`src/verilog/rv32i_bus_consts.svh`:
```
`ifndef RV32I_BUS_CONSTS_SVH
`define RV32I_BUS_CONSTS_SVH

// processor side
`define RV_XLEN 32
`define RV_ADDR_W 32
`define RV_MASK_W 4

// axi side
`define RV_BUS_W 64
`define RV_STRB_W 8
`define RV_RESP_W 2

`define RV_RESP_OKAY 2'b00

// picks the upper 32-bit lane of a beat
`define RV_LANE_BIT 2

`endif

```
`src/verilog/rv32i_bus_pkg.sv`:
```
`include "rv32i_bus_consts.svh"

package rv32i_bus_pkg;

  typedef logic [`RV_XLEN-1:0] word_t;
  typedef logic [`RV_ADDR_W-1:0] addr_t;
  typedef logic [`RV_BUS_W-1:0] bus_data_t;
  typedef logic [`RV_STRB_W-1:0] bus_strb_t;
  typedef logic [`RV_MASK_W-1:0] word_mask_t;
  typedef logic [`RV_RESP_W-1:0] axi_resp_t;

  // one single-beat transaction at a time
  typedef enum logic [2:0] {
    st_idle,
    st_raddr,
    st_rdata,
    st_write,
    st_wresp
  } axi_state_t;

  // who owns the engine
  typedef enum logic {
    sel_fetch,
    sel_data
  } port_sel_t;

endpackage

```
`src/verilog/bus_req_if.sv`:
```
`timescale 1ns/1ps

interface bus_req_if;
  import rv32i_bus_pkg::*;

  // request, held until accept
  logic pending;
  logic write;
  addr_t addr;
  bus_data_t wdata;
  bus_strb_t strb;

  // response
  logic accept;
  logic done;
  bus_data_t rdata;
  logic err;

  modport client (
    output pending, write, addr, wdata, strb,
    input accept, done, rdata, err
  );

  modport server (
    input pending, write, addr, wdata, strb,
    output accept, done, rdata, err
  );

endinterface

```
`src/verilog/bus_port.sv`:
```
`timescale 1ns/1ps
`include "rv32i_bus_consts.svh"

module bus_port #(
  parameter int can_write = 1
) (
  input logic clock,
  input logic reset,
  input logic req,
  input logic we,
  input rv32i_bus_pkg::addr_t addr,
  input rv32i_bus_pkg::word_t wdata,
  input rv32i_bus_pkg::word_mask_t mask,
  output rv32i_bus_pkg::word_t rdata,
  output logic err,
  output logic done,
  bus_req_if.client bus
);
  import rv32i_bus_pkg::*;

  logic pending_q;
  logic busy_q;
  logic write_q;
  logic lane_q;
  addr_t addr_q;
  bus_data_t wdata_q;
  bus_strb_t strb_q;
  logic write_en;
  logic lane;

  // fetch port never writes
  assign write_en = (can_write != 0) && we;
  assign lane = addr[`RV_LANE_BIT];

  always_ff @(posedge clock) begin
    if (reset) begin
      pending_q <= 1'b0;
      busy_q <= 1'b0;
    end else begin
      if (req) begin
        pending_q <= 1'b1;
      end else if (bus.accept) begin
        pending_q <= 1'b0;
      end
      if (req) begin
        busy_q <= 1'b1;
      end else if (bus.done) begin
        busy_q <= 1'b0;
      end
    end
  end

  // request payload, placed on its lane
  always_ff @(posedge clock) begin
    if (req) begin
      addr_q <= addr;
      lane_q <= lane;
      write_q <= write_en;
      if (lane) begin
        wdata_q <= write_en ? {wdata, {`RV_XLEN{1'b0}}} : '0;
        strb_q <= write_en ? {mask, {`RV_MASK_W{1'b0}}} : '0;
      end else begin
        wdata_q <= write_en ? {{`RV_XLEN{1'b0}}, wdata} : '0;
        strb_q <= write_en ? {{`RV_MASK_W{1'b0}}, mask} : '0;
      end
    end
  end

  assign bus.pending = pending_q;
  assign bus.write = write_q;
  assign bus.addr = addr_q;
  assign bus.wdata = wdata_q;
  assign bus.strb = strb_q;

  // take back the matching half of the beat
  assign rdata = lane_q ? bus.rdata[`RV_BUS_W-1:`RV_XLEN] : bus.rdata[`RV_XLEN-1:0];
  assign err = bus.err;
  assign done = bus.done;

  // one request in flight per requester
  a_no_overlap: assert property (@(posedge clock) disable iff (reset)
    req |-> (!busy_q || bus.done))
    else $error("bus_port: new request before done");

endmodule

```
`src/verilog/bus_arbiter.sv`:
```
`timescale 1ns/1ps

module bus_arbiter (
  input logic clock,
  input logic reset,
  bus_req_if.server fetch,
  bus_req_if.server data,
  bus_req_if.client engine
);
  import rv32i_bus_pkg::*;

  logic in_flight;
  port_sel_t last_sel;
  port_sel_t choose;
  logic any_pending;

  assign any_pending = fetch.pending || data.pending;

  // round robin on a tie
  always_comb begin
    if (fetch.pending && data.pending) begin
      choose = (last_sel == sel_fetch) ? sel_data : sel_fetch;
    end else if (data.pending) begin
      choose = sel_data;
    end else begin
      choose = sel_fetch;
    end
  end

  always_ff @(posedge clock) begin
    if (reset) begin
      in_flight <= 1'b0;
      last_sel <= sel_data;
    end else begin
      if (engine.accept) begin
        in_flight <= 1'b1;
        last_sel <= choose;
      end else if (engine.done) begin
        in_flight <= 1'b0;
      end
    end
  end

  // forward the chosen request while the engine is free
  assign engine.pending = !in_flight && any_pending;
  assign engine.write = (choose == sel_data) ? data.write : fetch.write;
  assign engine.addr = (choose == sel_data) ? data.addr : fetch.addr;
  assign engine.wdata = (choose == sel_data) ? data.wdata : fetch.wdata;
  assign engine.strb = (choose == sel_data) ? data.strb : fetch.strb;

  assign fetch.accept = engine.accept && (choose == sel_fetch);
  assign data.accept = engine.accept && (choose == sel_data);

  // response goes back to the owner only
  assign fetch.done = engine.done && (last_sel == sel_fetch);
  assign data.done = engine.done && (last_sel == sel_data);
  assign fetch.err = engine.err && (last_sel == sel_fetch);
  assign data.err = engine.err && (last_sel == sel_data);
  assign fetch.rdata = (last_sel == sel_fetch) ? engine.rdata : '0;
  assign data.rdata = (last_sel == sel_data) ? engine.rdata : '0;

  // accept reaches one port, and only a port that is waiting
  a_one_accept: assert property (@(posedge clock) disable iff (reset)
    !(fetch.accept && data.accept) &&
    (!fetch.accept || fetch.pending) && (!data.accept || data.pending))
    else $error("bus_arbiter: accept to both ports or to an idle port");

  // done only closes a transaction that was granted
  a_done_in_flight: assert property (@(posedge clock) disable iff (reset)
    engine.done |-> in_flight)
    else $error("bus_arbiter: done with nothing in flight");

endmodule

```
`src/verilog/axi_engine.sv`:
```
`timescale 1ns/1ps
`include "rv32i_bus_consts.svh"

module axi_engine (
  input logic clock,
  input logic reset,
  bus_req_if.server req,

  output logic awvalid,
  input logic awready,
  output logic [`RV_ADDR_W-1:0] awaddr,
  output logic wvalid,
  input logic wready,
  output logic [`RV_BUS_W-1:0] wdata,
  output logic [`RV_STRB_W-1:0] wstrb,
  input logic bvalid,
  output logic bready,
  input rv32i_bus_pkg::axi_resp_t bresp,

  output logic arvalid,
  input logic arready,
  output logic [`RV_ADDR_W-1:0] araddr,
  input logic rvalid,
  output logic rready,
  input rv32i_bus_pkg::bus_data_t rdata,
  input rv32i_bus_pkg::axi_resp_t rresp
);
  import rv32i_bus_pkg::*;

  axi_state_t state;
  logic aw_done;
  logic w_done;
  logic done_q;
  logic err_q;
  addr_t addr_q;
  bus_data_t wdata_q;
  bus_strb_t strb_q;
  bus_data_t rdata_q;
  logic accept;

  assign accept = (state == st_idle) && req.pending;

  always_ff @(posedge clock) begin
    if (reset) begin
      state <= st_idle;
      aw_done <= 1'b0;
      w_done <= 1'b0;
      done_q <= 1'b0;
      err_q <= 1'b0;
    end else begin
      done_q <= 1'b0;
      case (state)
        st_idle: begin
          if (accept) begin
            state <= req.write ? st_write : st_raddr;
          end
        end
        st_raddr: begin
          if (arready) begin
            state <= st_rdata;
          end
        end
        st_rdata: begin
          if (rvalid) begin
            state <= st_idle;
            done_q <= 1'b1;
            err_q <= (rresp != `RV_RESP_OKAY);
          end
        end
        st_write: begin
          // aw and w may finish in either order
          if (awvalid && awready) begin
            aw_done <= 1'b1;
          end
          if (wvalid && wready) begin
            w_done <= 1'b1;
          end
          if ((aw_done || awready) && (w_done || wready)) begin
            state <= st_wresp;
            aw_done <= 1'b0;
            w_done <= 1'b0;
          end
        end
        st_wresp: begin
          if (bvalid) begin
            state <= st_idle;
            done_q <= 1'b1;
            err_q <= (bresp != `RV_RESP_OKAY);
          end
        end
        default: state <= st_idle;
      endcase
    end
  end

  always_ff @(posedge clock) begin
    if (accept) begin
      addr_q <= req.addr;
      wdata_q <= req.wdata;
      strb_q <= req.strb;
    end
    if (rvalid && rready) begin
      rdata_q <= rdata;
    end
  end

  assign arvalid = (state == st_raddr);
  assign araddr = addr_q;
  assign rready = (state == st_rdata);
  assign awvalid = (state == st_write) && !aw_done;
  assign awaddr = addr_q;
  assign wvalid = (state == st_write) && !w_done;
  assign wdata = wdata_q;
  assign wstrb = strb_q;
  assign bready = (state == st_wresp);

  assign req.accept = accept;
  assign req.done = done_q;
  assign req.rdata = rdata_q;
  assign req.err = err_q;

  a_awaddr_stable: assert property (@(posedge clock) disable iff (reset)
    awvalid && !awready |=> $stable(awaddr))
    else $error("axi_engine: awaddr changed while waiting");

  a_araddr_stable: assert property (@(posedge clock) disable iff (reset)
    arvalid && !arready |=> $stable(araddr))
    else $error("axi_engine: araddr changed while waiting");

endmodule

```
`src/verilog/rv32i_bus.sv`:
```
`timescale 1ns/1ps

module rv32i_bus (
  input logic clock,
  input logic reset,

  // instruction fetch
  input logic fetch_req,
  input rv32i_bus_pkg::addr_t fetch_addr,
  output rv32i_bus_pkg::word_t fetch_data,
  output logic fetch_err,
  output logic fetch_done,

  // load/store
  input logic data_req,
  input logic data_we,
  input rv32i_bus_pkg::addr_t data_addr,
  input rv32i_bus_pkg::word_t data_wdata,
  input rv32i_bus_pkg::word_mask_t data_mask,
  output rv32i_bus_pkg::word_t data_rdata,
  output logic data_err,
  output logic data_done,

  // axi master
  output logic awvalid,
  input logic awready,
  output rv32i_bus_pkg::addr_t awaddr,
  output logic wvalid,
  input logic wready,
  output rv32i_bus_pkg::bus_data_t wdata,
  output rv32i_bus_pkg::bus_strb_t wstrb,
  input logic bvalid,
  output logic bready,
  input rv32i_bus_pkg::axi_resp_t bresp,
  output logic arvalid,
  input logic arready,
  output rv32i_bus_pkg::addr_t araddr,
  input logic rvalid,
  output logic rready,
  input rv32i_bus_pkg::bus_data_t rdata,
  input rv32i_bus_pkg::axi_resp_t rresp
);

  bus_req_if fetch_bus ();
  bus_req_if data_bus ();
  bus_req_if engine_bus ();

  // fetch side has no write data
  bus_port #(.can_write(0)) i_fetch_port (
    .clock(clock),
    .reset(reset),
    .req(fetch_req),
    .we(1'b0),
    .addr(fetch_addr),
    .wdata('0),
    .mask('0),
    .rdata(fetch_data),
    .err(fetch_err),
    .done(fetch_done),
    .bus(fetch_bus.client)
  );

  bus_port #(.can_write(1)) i_data_port (
    .clock(clock),
    .reset(reset),
    .req(data_req),
    .we(data_we),
    .addr(data_addr),
    .wdata(data_wdata),
    .mask(data_mask),
    .rdata(data_rdata),
    .err(data_err),
    .done(data_done),
    .bus(data_bus.client)
  );

  bus_arbiter i_bus_arbiter (
    .clock(clock),
    .reset(reset),
    .fetch(fetch_bus.server),
    .data(data_bus.server),
    .engine(engine_bus.client)
  );

  axi_engine i_axi_engine (
    .clock(clock),
    .reset(reset),
    .req(engine_bus.server),
    .awvalid(awvalid),
    .awready(awready),
    .awaddr(awaddr),
    .wvalid(wvalid),
    .wready(wready),
    .wdata(wdata),
    .wstrb(wstrb),
    .bvalid(bvalid),
    .bready(bready),
    .bresp(bresp),
    .arvalid(arvalid),
    .arready(arready),
    .araddr(araddr),
    .rvalid(rvalid),
    .rready(rready),
    .rdata(rdata),
    .rresp(rresp)
  );

endmodule

```
`config.mk`:
```
export PLATFORM = sky130hd
export DESIGN_NAME = rv32i_bus
export DESIGN_NICKNAME = d
export VERILOG_FILES = /design/src/verilog/rv32i_bus_pkg.sv /design/src/verilog/bus_req_if.sv /design/src/verilog/bus_port.sv /design/src/verilog/bus_arbiter.sv /design/src/verilog/axi_engine.sv /design/src/verilog/rv32i_bus.sv
export VERILOG_INCLUDE_DIRS = /design/src /design/src/verilog
export SDC_FILE = /design/constraint.sdc
export NUM_CORES = 1
export LEC_CHECK = 0
export BUFFER_PORTS_ARGS = -buffer_cell sky130_fd_sc_hd__buf_4
export CAP_MARGIN = 20
export CORE_MARGIN = 8
export CORE_UTILIZATION = 53
export CTS_BUF_LIST = sky130_fd_sc_hd__clkbuf_4
export CTS_CLUSTER_SIZE = 40
export DETAILED_ROUTE_END_ITERATION = 16
export GPL_TIMING_DRIVEN = 0
export PLACE_DENSITY_LB_ADDON = 0.3
export SLEW_MARGIN = 20
export SYNTH_ARGS = -nofsm -noshare
export SYNTH_HDL_FRONTEND = slang
export SYNTH_SLANG_ARGS = --single-unit
```
`constraint.sdc`:
```
create_clock -name clock -period 4.7 [get_ports clock]
set_input_delay 0.235 -clock clock [delete_from_list [all_inputs] [get_ports clock]]
set_output_delay 0.235 -clock clock [all_outputs]
set_load 0.01 [all_outputs]
```
Yosys cells after proc, flatten, opt, wreduce, memory -nomap -nowiden
Index checks and enable logic that the tools add are counted.
{"block": "op_classes", "mux": 38, "bitwise": 2, "n_reduce_logical": 34, "eq_ne": 9}
{"operator": "64-bit 2-to-1 mux", "count": 4}
{"operator": "32-bit 2-to-1 mux", "count": 4}
{"operator": "1-bit 2-to-1 mux", "count": 18}
{"operator": "8-bit 2-to-1 mux", "count": 2}
{"operator": "2-bit nonzero test", "count": 8}
{"operator": "1-bit logical AND", "count": 15}
{"operator": "3-bit 2-to-1 mux", "count": 5}
{"operator": "3-bit case mux with 5 select lines", "count": 1}
{"operator": "3-bit by 2-bit equality test with 1-bit output (second input constant)", "count": 2}
{"operator": "2-bit inequality test (second input constant)", "count": 3}
{"operator": "5-bit AND reduction", "count": 1}
{"operator": "4-bit 2-to-1 mux", "count": 1}
{"operator": "2-bit by 1-bit inequality test with 1-bit output (second input constant)", "count": 2}
{"operator": "1-bit case mux with 2 select lines", "count": 2}
{"operator": "2-bit AND reduction", "count": 2}
{"operator": "3-bit by 1-bit equality test with 1-bit output (second input constant)", "count": 1}
{"operator": "3-bit equality test (second input constant)", "count": 1}
{"operator": "1-bit logical NOT", "count": 3}
{"operator": "3-bit logical NOT", "count": 1}
{"operator": "1-bit logical OR", "count": 3}
{"operator": "3-bit AND reduction", "count": 1}
{"operator": "2-bit 2-to-1 mux", "count": 1}
{"operator": "1-bit inverter", "count": 2}
{"block": "word_totals", "word_cells": 103, "input_bits": 178, "ff_bits": 318}

Longest topological paths before layout
Gate-level depths: netlist (run 1).
{"block": "logic_depth", "ltp_word": 6, "mapped_depth": 7, "ltp_nobuf": 4}

Cells and area by module
Synthesis (run 1) repeated with hierarchy kept, for this count alone.
{"block": "unflattened", "hier_cells": 905, "area_unflattened_um2": 14274.9}
{"mod": "axi_engine", "area_per_inst_um2": 5721.7, "seq_area_each_um2": 5185.0, "instances": 1, "cells_per_inst": 250}
{"mod": "bus_port at i_data_port", "area_per_inst_um2": 4125.2, "seq_area_each_um2": 3173.0, "instances": 1, "cells_per_inst": 230}
{"mod": "bus_arbiter", "area_per_inst_um2": 2309.7, "seq_area_each_um2": 40.0, "instances": 1, "cells_per_inst": 275}
{"mod": "bus_port at i_fetch_port", "area_per_inst_um2": 2114.5, "seq_area_each_um2": 980.9, "instances": 1, "cells_per_inst": 149}
{"mod": "rv32i_bus", "area_per_inst_um2": 3.8, "seq_area_each_um2": 0.0, "instances": 1, "cells_per_inst": 1}

Least setup slack after synthesis (run 1)
Ideal clock, no wire load.
{"block": "synth_timing", "path_kind": "register to register", "start": "register i_axi_engine.state[1]", "end": "register i_axi_engine.addr_q[0] (netlist: i_axi_engine.araddr[0]) (enable)", "n_path_buf": 1, "period_less_slack_ns": 3.377, "required_time_ns": 4.243, "path_slack_ns": 1.323, "stages_incl_launch_ff": 5, "arrival_ns": 2.920, "path_cell_list": "dfxtp_1 buf_2 nor2_1 o211ai_1 inv_1"}
{"block": "synth_between", "elab_chain_cells": 2}
{"item": "start: declaration", "line": "axi_engine.sv:30", "source": "axi_state_t state;"}
{"item": "start signal: assignment", "line": "axi_engine.sv:45", "source": "state <= st_idle;"}
{"item": "start signal: assignment", "line": "axi_engine.sv:55", "source": "state <= req.write ? st_write : st_raddr;"}
{"item": "start signal: assignment", "line": "axi_engine.sv:60", "source": "state <= st_rdata;"}
{"item": "3-bit logical NOT", "line": "axi_engine.sv:41", "source": "assign accept = (state == st_idle) && req.pending;"}
{"item": "1-bit logical AND", "line": "axi_engine.sv:41"}
{"item": "net engine_bus.accept", "line": "bus_req_if.sv:14", "source": "logic accept;"}
{"item": "end signal: assignment", "line": "axi_engine.sv:98", "source": "addr_q <= req.addr;"}
{"item": "end: declaration", "line": "axi_engine.sv:35", "source": "addr_t addr_q;"}
The timed path passes the listed nets, and every way through them passes these cells.
A chain may end at the register's enable or synchronous reset.

Final worst setup path (run 1)
{"block": "layout_timing", "start": "register i_bus_arbiter.last_sel", "end": "output port fetch_data[29]"}
{"block": "layout_between", "elab_chain_cells": 2}
{"item": "start: declaration", "line": "bus_arbiter.sv:13", "source": "port_sel_t last_sel;"}
{"item": "start signal: assignment", "line": "bus_arbiter.sv:33", "source": "last_sel <= sel_data;"}
{"item": "start signal: assignment", "line": "bus_arbiter.sv:37", "source": "last_sel <= choose;"}
{"item": "64-bit 2-to-1 mux", "line": "bus_arbiter.sv:59", "source": "assign fetch.rdata = (last_sel == sel_fetch) ? engine.rdata : '0;"}
{"item": "32-bit 2-to-1 mux", "line": "bus_port.sv:76", "source": "assign rdata = lane_q ? bus.rdata[`RV_BUS_W-1:`RV_XLEN] : bus.rdata[`RV_XLEN-1:0];"}
{"item": "end: declaration", "line": "rv32i_bus.sv:10", "source": "output rv32i_bus_pkg::word_t fetch_data,"}
Every way passes these cells.

==> results of run 1 <==
[cells by family (layout without fill, tap and decap cells)]
group,after synthesis,after routing,synth area share
other,0,5,0
AND/OR/NAND/NOR,340,340,0.145
buffers and inverters,88,788,0.0387
multiplexers,65,65,0.0521
flip-flops,316,316,0.751
AO/OA/AOI/OAI,25,25,0.0132
[final timing paths]
| check | startpoint | end | cells after the start | slack (ps) |
|---|---|---|---|---|
| setup / recovery | i_bus_arbiter.last_sel | fetch_data[29] | 5 | 2070 |
| hold / removal | rvalid | i_axi_engine.req.done | 4 | 60 |
| setup reg to reg | i_axi_engine.state[0] | i_axi_engine.state[1] | 6 | 2360 |
| hold reg to reg | i_fetch_port.bus.addr[6] | i_axi_engine.araddr[6] | 2 | 490 |
[sequential cells by signal (all words and copies together), names as in the netlist]
register and flops:
i_axi_engine.araddr 32, i_axi_engine.aw_done 1, i_axi_engine.req.done 1, i_axi_engine.req.err 1, i_axi_engine.req.rdata 64, i_axi_engine.state 3
i_axi_engine.w_done 1, i_axi_engine.wdata 64, i_axi_engine.wstrb 8, i_bus_arbiter.in_flight 1, i_bus_arbiter.last_sel 1, i_data_port.bus.addr 32
i_data_port.bus.pending 1, i_data_port.bus.strb 8, i_data_port.bus.wdata 64, i_data_port.bus.write 1, i_fetch_port.bus.addr 32, i_fetch_port.bus.pending 1
[per-stage QoR]
| stage | setup slack, ps | area [sq um] | utilization | hold slack, ps | instances |
|---|---|---|---|---|---|
| 2_1_floorplan | 1320 | 12500 | - | 334 | 834 |
| 4_1_cts | 2040 | 18600 | 0.796 | 2.80 | 1853 |
| 6_report | 2070 | 18600 | 0.797 | 56.0 | 1858 |
| 3_3_place_gp | 194 | 15800 | 0.677 | 413 | 1539 |
| 5_1_grt | 1930 | 18600 | 0.797 | 54.6 | 1855 |
| 3_5_place_dp | 2500 | 15800 | 0.679 | 414 | 1541 |
[layout make-up]
type                       instances  area [sq um]  share of cell area
multi-input combinational        430          2630               0.142
tap                              319           399              0.0215
antenna                            5          12.5            0.000673
timing repair buffer             564          4710               0.253
buffer                            84           468              0.0252
sequential                       316          9380               0.504
inverter                           4          20.0             0.00108
clock inverter                    25           140             0.00754
clock buffer                     111           833              0.0448
[power groups by stage]
stage	sequential [mW]	clock, mW	combinational, mW
detailed placement	3.96	0	2.34
CTS	3.91	2.28	2.48
global placement	4.01	0	2.24
floorplan	4.10	0	0.876
global route	3.97	2.46	2.66
finish	3.93	2.29	2.51
[metal layers]
layer	GRT usage	vias up	share of wire
met5	0	-	0
met4	0.155	0	0.049
met3	0.0993	125	0.11
met2	0.472	586	0.51
met1	0.285	4582	0.34
li1	-	4342	-
[placed cells by master (no fill, tap or decap), types with 16 or more instances in the layout]
| cell | n |
|---|---|
| and2_1 | 28 |
| and3_1 | 108 |
| buf_2 | 17 |
| buf_4 | 418 |
| clkbuf_1 | 33 |
| clkbuf_4 | 111 |
| clkinv_1 | 16 |
| dlygate4sd3_1 | 176 |
| edfxtp_1 | 305 |
| mux2i_1 | 65 |
| nand2_1 | 99 |
| nor2_1 | 42 |
| nor2b_1 | 37 |
[what timing repair did]
action,in CTS,in global routing
hold endpoints to repair,221,0
hold buffers,176,0
buffers inserted,0,0
resized for setup,0,0
[worst max-delay path: stages (launching register included)]
cell and delay [ps]:
dfxtp_1 300, buf_2 190, clkbuf_1 480, clkbuf_1 460
nor2_1 140, buf_4 170
==> impl_metrics.prom, run 1 <==
# TYPE chip_impl_metric gauge
chip_impl_metric{name="hold_violations",unit=""} 0
chip_impl_metric{name="post-dp-hpwl",unit="um"} 25200
chip_impl_metric{name="number_of_register_bits_inferred_by_synthesis",unit=""} 316
chip_impl_metric{name="post_synthesis_cell_area",unit="sq mm"} 0.0125
chip_impl_metric{name="p_leak",unit="nW"} 8.15
chip_impl_metric{name="final-setup-viol-count",unit=""} 0
chip_impl_metric{name="highest_clock_frequency_the_design_can_meet",unit="GHz"} 0.380
chip_impl_metric{name="async_reset_ff_frac",unit=""} 0
chip_impl_info{name="rsz0062_at_grt",value="false"} 1
chip_impl_info{name="cts_root_buffer",value="clkbuf_4"} 1
chip_impl_metric{name="share_comb_of_total_power",unit=""} 0.288
chip_impl_metric{name="place.port_buffers",unit=""} 386
chip_impl_metric{name="path_max_fanout",unit=""} 10
chip_impl_metric{name="p_switching",unit="mW"} 2.69
chip_impl_metric{name="ys.warnings.count",unit=""} 0
chip_impl_metric{name="fp.dieH",unit="um"} 170
chip_impl_metric{name="setup-tns-final",unit="ps"} 0
chip_impl_info{name="postSynth.topFlopCell",value="edfxtp_1"} 1
chip_impl_metric{name="die_outline_area",unit="sq mm"} 0.0287
chip_impl_metric{name="p_total",unit="mW"} 8.73
chip_impl_metric{name="post-route-drc-count",unit=""} 0
chip_impl_metric{name="wirelength",unit="um"} 40600
chip_impl_metric{name="final.setup_skew",unit="ps"} 51.0
chip_impl_metric{name="cts_htree_levels",unit=""} 3
chip_impl_metric{name="synth-seq-area-share",unit=""} 0.751
chip_impl_metric{name="floorplan.initialDensity",unit=""} 0.535
chip_impl_metric{name="design.final.nets",unit=""} 1658
chip_impl_metric{name="grt_first_pass_wirelength",unit="um"} 58900
chip_impl_metric{name="layout_worst_path_cycle_share",unit=""} 0.560
chip_impl_info{name="yosys-top-cells-area",value="edfxtp_1, and3_1, mux2i_1"} 1
chip_impl_metric{name="final_antenna_net_count",unit=""} 0
chip_impl_info{name="setup.worst_path.end_class",value="output port"} 1
chip_impl_info{name="yosysTopAreaCell",value="edfxtp_1"} 1
chip_impl_metric{name="drive_above_1_share",unit=""} 0.376
chip_impl_info{name="most_frequent_cells_after_synthesis",value="edfxtp_1, and3_1, nand2_1"} 1
chip_impl_metric{name="route.detailed.vias_per_inst",unit=""} 5.19
chip_impl_metric{name="cp_data_required_time",unit="ps"} 4470
chip_impl_metric{name="grt_use_total",unit=""} 0.273
chip_impl_info{name="timing.hold.worst.class",value="in2reg"} 1
chip_impl_metric{name="netlist_cell_types",unit=""} 35
chip_impl_info{name="tritoncts_clock_tree",value="built"} 1
chip_impl_metric{name="power.density_cell_area",unit="mW/mm^2"} 470
chip_impl_metric{name="wl_per_cell",unit="um"} 21.8
chip_impl_metric{name="syn_nets",unit=""} 1012
chip_impl_metric{name="relative_contribution_of_sequential_cells_to_total_power",unit=""} 0.450
chip_impl_metric{name="floorplan.core_area",unit="sq mm"} 0.0233
chip_impl_metric{name="cts.path.max_buffers",unit=""} 3
chip_impl_metric{name="pin_count",unit=""} 387
chip_impl_info{name="synthMostInstantiatedCell",value="edfxtp_1"} 1
chip_impl_metric{name="floorplan.rows",unit=""} 56
chip_impl_metric{name="p_int",unit="mW"} 6.04
chip_impl_info{name="outcome",value="finished clean"} 1
chip_impl_metric{name="detailedRoute.firstIterationViolations",unit=""} 823
chip_impl_metric{name="post_synth_inst_count",unit=""} 834
chip_impl_metric{name="number_of_antenna_violations_at_the_first_check_in_global_routing",unit=""} 2
chip_impl_metric{name="period_needed",unit="ps"} 2630
chip_impl_metric{name="max_slew.worst_pin.slew",unit="ps"} 1010
chip_impl_metric{name="area_growth",unit="%"} 48.9
chip_impl_metric{name="synth_enable_flop_cells",unit=""} 305
chip_impl_metric{name="fillerInstances",unit=""} 1239
chip_impl_metric{name="register_clock_pin_slew_on_the_reported_worst_setup_and_hold_paths",unit="ps"} 70
chip_impl_metric{name="numCtsBuffers",unit=""} 80
chip_impl_metric{name="final-max-slew-violation-count",unit=""} 0
chip_impl_metric{name="gp_congestion",unit=""} 0.867
chip_impl_info{name="critPathKind",value="reg2out"} 1
chip_impl_metric{name="num_vias",unit=""} 9635
chip_impl_metric{name="clkPwrFrac",unit=""} 0.262
chip_impl_metric{name="critical_path_arrival",unit="ps"} 2400
chip_impl_metric{name="highest_ir_drop_seen_on_vdd",unit="uV"} 282
chip_impl_metric{name="grt_pass1_vias",unit=""} 10356
chip_impl_metric{name="grt_start_max_net_pins",unit=""} 107
chip_impl_metric{name="drt-pass1-iter-count",unit=""} 5
chip_impl_metric{name="clock_sinks",unit=""} 316
chip_impl_metric{name="grt_remaining_overflow",unit=""} 0
chip_impl_metric{name="clock_insertion_delay_worst_skew",unit="ps"} 680
chip_impl_info{name="critical_path.startpoint_type",value="flop"} 1
chip_impl_metric{name="power_switching_share",unit=""} 0.308
chip_impl_metric{name="max_cap_violations",unit=""} 0
chip_impl_metric{name="slew-limit-headroom",unit=""} 0.327
chip_impl_metric{name="dieWidth",unit="um"} 170
chip_impl_metric{name="yosysTopAreaCellShare",unit=""} 0.733
chip_impl_metric{name="syn_area_cell",unit="sq um"} 15.0
(Power assumes the default switching activity.)
==> inputs of run 2 (changes only) <==
Settings changed: CORE_UTILIZATION 53 to 48.
Clock period 4.7 ns to 2.2 ns, I/O delays scaled along.
==> impl_metrics.prom, run 2 (synthesis gave the netlist of run 1 again) <==
# TYPE chip_impl_metric gauge
chip_impl_metric{name="detail_route_met3_wl",unit="um"} 3880
chip_impl_metric{name="power.density_cell_area",unit="mW/mm^2"} 1000
chip_impl_metric{name="highest_clock_frequency_the_design_can_meet",unit="GHz"} 0.472
chip_impl_metric{name="dp_worst_setup_slack",unit="ps"} -2.92
chip_impl_metric{name="multi_input_area",unit="sq mm"} 0.00264
chip_impl_metric{name="period_needed",unit="ps"} 2120
chip_impl_metric{name="die_outline_area",unit="sq mm"} 0.0314
chip_impl_metric{name="layout_worst_path_cycle_share",unit=""} 0.962
chip_impl_metric{name="clock_insertion_delay_worst_skew",unit="ps"} 680
chip_impl_metric{name="area_growth",unit="%"} 50.1
chip_impl_metric{name="grt_remaining_overflow",unit=""} 0
chip_impl_metric{name="post-dp-hpwl",unit="um"} 25000
chip_impl_metric{name="drive_above_1_share",unit=""} 0.384
chip_impl_metric{name="grt_use_total",unit=""} 0.234
chip_impl_metric{name="wl_per_cell",unit="um"} 20.5
chip_impl_metric{name="floorplan.initialDensity",unit=""} 0.483
chip_impl_metric{name="floorplan.core_area",unit="sq mm"} 0.0258
chip_impl_metric{name="cts.path.max_buffers",unit=""} 3
chip_impl_metric{name="num_vias",unit=""} 9404
chip_impl_metric{name="design.final.nets",unit=""} 1664
chip_impl_metric{name="dpl.cell_count",unit=""} 1558
chip_impl_info{name="critical_path.startpoint_type",value="flop"} 1
chip_impl_info{name="layout_common_cells",value="buf_4, edfxtp_1, dlygate4sd3_1, clkbuf_4, and3_1"} 1
chip_impl_metric{name="route.detailed.vias_per_inst",unit=""} 5.01
chip_impl_metric{name="grt_pass1_vias",unit=""} 10098
chip_impl_metric{name="numCtsBuffers",unit=""} 81
chip_impl_info{name="tritoncts_clock_tree",value="built"} 1
chip_impl_metric{name="hold_violations",unit=""} 0
chip_impl_metric{name="cts_htree_levels",unit=""} 3
chip_impl_metric{name="fp.dieH",unit="um"} 177
chip_impl_metric{name="post-route-drc-count",unit=""} 0
chip_impl_metric{name="final.setup_skew",unit="ps"} 54.2
chip_impl_metric{name="path_max_fanout",unit=""} 10
chip_impl_info{name="cts_root_buffer",value="clkbuf_4"} 1
chip_impl_metric{name="clock_sinks",unit=""} 316
chip_impl_metric{name="highest_ir_drop_seen_on_vdd",unit="uV"} 737
chip_impl_metric{name="final-max-slew-violation-count",unit=""} 0
chip_impl_metric{name="instances_no_fill",unit=""} 1877
chip_impl_metric{name="gp_congestion",unit=""} 0.801
chip_impl_metric{name="grt_start_max_net_pins",unit=""} 107
chip_impl_info{name="layout_commonest_cell",value="buf_4"} 1
chip_impl_info{name="setup.worst_path.end_class",value="output port"} 1
chip_impl_metric{name="floorplan.rows",unit=""} 59
chip_impl_metric{name="register_clock_pin_slew_on_the_reported_worst_setup_and_hold_paths",unit="ps"} 60
chip_impl_metric{name="register_area",unit="sq mm"} 0.00938
chip_impl_metric{name="dieWidth",unit="um"} 177
chip_impl_metric{name="detailedRoute.firstIterationViolations",unit=""} 535
chip_impl_info{name="timing.hold.worst.class",value="in2reg"} 1
chip_impl_metric{name="number_of_antenna_violations_at_the_first_check_in_global_routing",unit=""} 2
chip_impl_metric{name="final-setup-viol-count",unit=""} 0
chip_impl_info{name="rsz0062_at_grt",value="true"} 1
chip_impl_info{name="outcome",value="finished clean"} 1
chip_impl_metric{name="route.layer.met1.wl",unit="um"} 13400
chip_impl_metric{name="final_antenna_net_count",unit=""} 0
chip_impl_metric{name="cp_data_required_time",unit="ps"} 2090
chip_impl_metric{name="setup_ws",unit="ps"} 83.5
chip_impl_metric{name="wl_met2",unit="um"} 19800
chip_impl_metric{name="p_leak",unit="nW"} 8.21
chip_impl_metric{name="grt_first_pass_wirelength",unit="um"} 56200
chip_impl_metric{name="max_slew.worst_pin.slew",unit="ps"} 1020
chip_impl_metric{name="max_cap_violations",unit=""} 0
chip_impl_metric{name="slew-limit-headroom",unit=""} 0.322
chip_impl_metric{name="pin_count",unit=""} 387
chip_impl_info{name="top_layer_used",value="met4"} 1
chip_impl_info{name="critPathKind",value="reg2out"} 1
chip_impl_metric{name="hold_slack",unit="ps"} 71.5
chip_impl_metric{name="wirelength",unit="um"} 38500
chip_impl_metric{name="critical_path_arrival",unit="ps"} 2010
chip_impl_metric{name="place.port_buffers",unit=""} 386
chip_impl_metric{name="regToRegSetupSlack",unit="ps"} 220
chip_impl_metric{name="drt-pass1-iter-count",unit=""} 5
chip_impl_metric{name="fillerInstances",unit=""} 1624
## run 2: changes by cell type in the layout (fill, tap and decap cells not counted), sizes merged
cell,before,now
inv,6,5
clkinvlp,2,3
diode,5,3
buf,439,442
dlygate4sd3,176,177
bufinv,1,2
## run 2: per-layer routing
layer	vias up	GRT usage
li1	4347	-
met1	4538	0.249
met2	433	0.411
met3	86	0.0834
met4	0	0.109
met5	-	0
## run 2: power by group
group	switching, mW	internal [mW]
Clock	2.38	2.59
Combinational	2.84	2.62
Sequential	0.453	7.94
Total	5.68	13.1
## run 2: worst max-delay path, stage by stage (launching register included)
cell and delay (ps):
edfxtp_1 320, buf_2 210, buf_4 270, mux2i_1 100, nor2b_1 250, buf_4 180
## run 2: final timing paths
check / start / end / cells past startpoint
max: i_data_port.bus.addr[2] / data_rdata[14] / 5
min: bvalid / i_axi_engine.req.err / 5
max reg2reg: i_axi_engine.state[1] / i_axi_engine.req.rdata[59] / 3
min reg2reg: i_fetch_port.bus.addr[21] / i_axi_engine.araddr[21] / 2
## run 2: final cells by class
type                            count  share of cell area
Antenna cell                        3            0.000400
Buffer                             84              0.0274
Clock buffer                      111              0.0444
Clock inverter                     25             0.00934
Inverter                            4             0.00100
Multi-Input combinational cell    430               0.141
Sequential cell                   316               0.500
Tap cell                          335              0.0223
Timing Repair Buffer              568               0.254
Timing Repair inverter              1            0.000267
## run 2: through the flow
stage | utilization | power, mW | instance area (sq um) | setup TNS (ps)
2_1_floorplan | - | 10.6 | 12500 | -62060
3_3_place_gp | 0.613 | 13.4 | 15800 | -166880
3_5_place_dp | 0.616 | 13.5 | 15900 | -34.5
4_1_cts | 0.724 | 18.8 | 18700 | -1020
5_1_grt | 0.726 | 19.7 | 18800 | -120
6_report | 0.726 | 18.8 | 18800 | 0
## run 2: timing repair
action	CTS	global route
hold buffers	177	0
setup buffers	0	2
cloned	0	1
resized for setup	8	9
endpoints found under the setup margin	100	113
pin swaps	1	1
endpoints found under the hold margin	243	0
==> inputs of run 3 (changes only) <==
Settings changed: CORE_ASPECT_RATIO set to 0.7, CORE_MARGIN 8 to 2, CORE_UTILIZATION 48 to 53.
Clock period 2.2 ns to 2.25 ns, I/O delays scaled along.
==> impl_metrics.prom, run 3 (synthesis gave the netlist of run 1 again) <==
# TYPE chip_impl_metric gauge
chip_impl_metric{name="dieWidth",unit="um"} 187
chip_impl_metric{name="power.density_cell_area",unit="mW/mm^2"} 982
chip_impl_metric{name="slew-limit-headroom",unit=""} 0.298
chip_impl_info{name="crit_slowest_cell",value="dlygate4sd3_1"} 1
chip_impl_metric{name="hold_slack",unit="ps"} 68.3
chip_impl_metric{name="route.detailed.vias_per_inst",unit=""} 5.26
chip_impl_metric{name="cts_htree_levels",unit=""} 3
chip_impl_info{name="setup.worst_path.end_class",value="flop"} 1
chip_impl_metric{name="gp_congestion",unit=""} 0.829
chip_impl_metric{name="fillerInstances",unit=""} 1168
chip_impl_metric{name="drt-pass1-iter-count",unit=""} 5
chip_impl_metric{name="final.setup_skew",unit="ps"} 47.6
chip_impl_metric{name="cts.path.max_buffers",unit=""} 3
chip_impl_metric{name="area_growth",unit="%"} 49.7
chip_impl_metric{name="clock_insertion_delay_worst_skew",unit="ps"} 690
chip_impl_metric{name="highest_clock_frequency_the_design_can_meet",unit="GHz"} 0.448
chip_impl_metric{name="detailedRoute.firstIterationViolations",unit=""} 755
chip_impl_metric{name="floorplan.initialDensity",unit=""} 0.545
chip_impl_metric{name="numCtsBuffers",unit=""} 74
chip_impl_metric{name="period_needed",unit="ps"} 2230
chip_impl_metric{name="hold_violations",unit=""} 0
chip_impl_info{name="outcome",value="finished clean"} 1
chip_impl_metric{name="number_of_antenna_violations_at_the_first_check_in_global_routing",unit=""} 4
chip_impl_metric{name="place.port_buffers",unit=""} 386
chip_impl_metric{name="dp_worst_setup_slack",unit="ps"} 19.4
chip_impl_metric{name="max_cap_violations",unit=""} 0
chip_impl_metric{name="p_total",unit="mW"} 18.4
chip_impl_metric{name="setup_ws",unit="ps"} 18.0
chip_impl_metric{name="clock_sinks",unit=""} 316
chip_impl_metric{name="fp.dieH",unit="um"} 132
chip_impl_metric{name="grt_remaining_overflow",unit=""} 0
chip_impl_info{name="critPathKind",value="reg2reg"} 1
chip_impl_info{name="path_cells",value="buf_6, nor3b_1, nand2_1, o311ai_0, dlygate4sd3_1, a21oi_1"} 1
chip_impl_metric{name="max_slew.worst_pin.slew",unit="ps"} 1050
chip_impl_metric{name="design.final.nets",unit=""} 1662
chip_impl_metric{name="num_vias",unit=""} 9721
chip_impl_info{name="layout_commonest_cell",value="buf_4"} 1
chip_impl_info{name="timing.hold.worst.class",value="in2reg"} 1
chip_impl_metric{name="final-setup-viol-count",unit=""} 0
chip_impl_metric{name="multi_input_area",unit="sq mm"} 0.00265
chip_impl_metric{name="grt_use_total",unit=""} 0.305
chip_impl_metric{name="layout_worst_path_cycle_share",unit=""} 0.992
chip_impl_metric{name="pin_count",unit=""} 387
chip_impl_metric{name="area_after_dpl",unit="sq mm"} 0.0159
chip_impl_metric{name="floorplan.rows",unit=""} 46
chip_impl_metric{name="dpl.cell_count",unit=""} 1536
chip_impl_metric{name="path_max_fanout",unit=""} 9
chip_impl_info{name="cts_root_buffer",value="clkbuf_4"} 1
chip_impl_metric{name="critical_path_arrival",unit="ps"} 2770
chip_impl_metric{name="highest_ir_drop_seen_on_vdd",unit="uV"} 691
chip_impl_metric{name="instances_no_fill",unit=""} 1848
chip_impl_metric{name="post-dp-hpwl",unit="um"} 22300
chip_impl_info{name="critical_path.startpoint_type",value="flop"} 1
chip_impl_metric{name="finalInstanceArea",unit="sq mm"} 0.0187
chip_impl_metric{name="floorplan.core_area",unit="sq mm"} 0.0229
chip_impl_metric{name="grt_pass1_vias",unit=""} 10090
chip_impl_metric{name="wl_per_cell",unit="um"} 20.9
chip_impl_metric{name="post-route-drc-count",unit=""} 0
chip_impl_metric{name="wirelength",unit="um"} 38700
chip_impl_metric{name="final-max-slew-violation-count",unit=""} 0
chip_impl_metric{name="grt_start_max_net_pins",unit=""} 107
chip_impl_metric{name="die_outline_area",unit="sq mm"} 0.0248
chip_impl_metric{name="cp_data_required_time",unit="ps"} 2790
chip_impl_metric{name="grt_first_pass_wirelength",unit="um"} 56900
chip_impl_info{name="tritoncts_clock_tree",value="built"} 1
chip_impl_metric{name="p_leak",unit="nW"} 8.21
chip_impl_info{name="layout_common_cells",value="buf_4, edfxtp_1, dlygate4sd3_1, clkbuf_4, and3_1"} 1
chip_impl_metric{name="register_clock_pin_slew_on_the_reported_worst_setup_and_hold_paths",unit="ps"} 60
chip_impl_metric{name="final_antenna_net_count",unit=""} 0
chip_impl_metric{name="register_area",unit="sq mm"} 0.00939
chip_impl_metric{name="cpPeakStageDelay",unit="ps"} 600
chip_impl_metric{name="drive_above_1_share",unit=""} 0.384
[run 3: final cells by class]
class,count,share of cell area
Inverter,4,0.00100
Sequential cell,316,0.502
Buffer,84,0.0268
Tap cell,312,0.0209
Antenna cell,4,0.000535
Timing Repair Buffer,574,0.258
Multi-Input combinational cell,430,0.142
Clock buffer,107,0.0430
Clock inverter,17,0.00629
[run 3: through the flow]
step / TNS, ps / utilization
3_3_place_gp: -159230 / 0.690
4_1_cts: 0 / 0.814
2_1_floorplan: -56860 / -
3_5_place_dp: 0 / 0.694
5_1_grt: -487 / 0.816
6_report: 0 / 0.816
[run 3: final timing paths]
check | startpoint | slack (ps) | end | depth (start not counted)
max | i_axi_engine.state[0] | 20 | i_axi_engine.req.err | 6
min | bvalid | 70 | i_axi_engine.req.err | 5
max reg2reg | i_axi_engine.state[0] | 20 | i_axi_engine.req.err | 6
min reg2reg | i_data_port.bus.addr[20] | 510 | i_axi_engine.araddr[20] | 2
[run 3: power breakdown]
part / total, mW / switching (mW) / internal [mW]
sequential: 8.20 / 0.449 / 7.75
combinational: 5.44 / 2.79 / 2.65
clock: 4.72 / 2.31 / 2.41
total: 18.4 / 5.55 / 12.8
[run 3: worst max-delay path, delay by kind of cell, from the launching register on]
kind,cells,cell delay [ps]
AOI/OAI and AO/OA,2,220
buffers and inverters,2,740
DFF,1,360
and+or+nand+nor,2,770
[run 3: what timing repair did]
action	CTS	global route
setup buffers	3	3
hold endpoints to repair	243	0
resized for setup	3	16
hold buffers	179	0
setup endpoints to repair	34	29
[run 3: per-layer routing]
layer	share of wire	up-vias	track usage
li1	-	4325	-
met1	0.36	4700	0.352
met2	0.51	586	0.533
met3	0.089	110	0.0889
met4	0.041	0	0.136
met5	0	-	0.0115
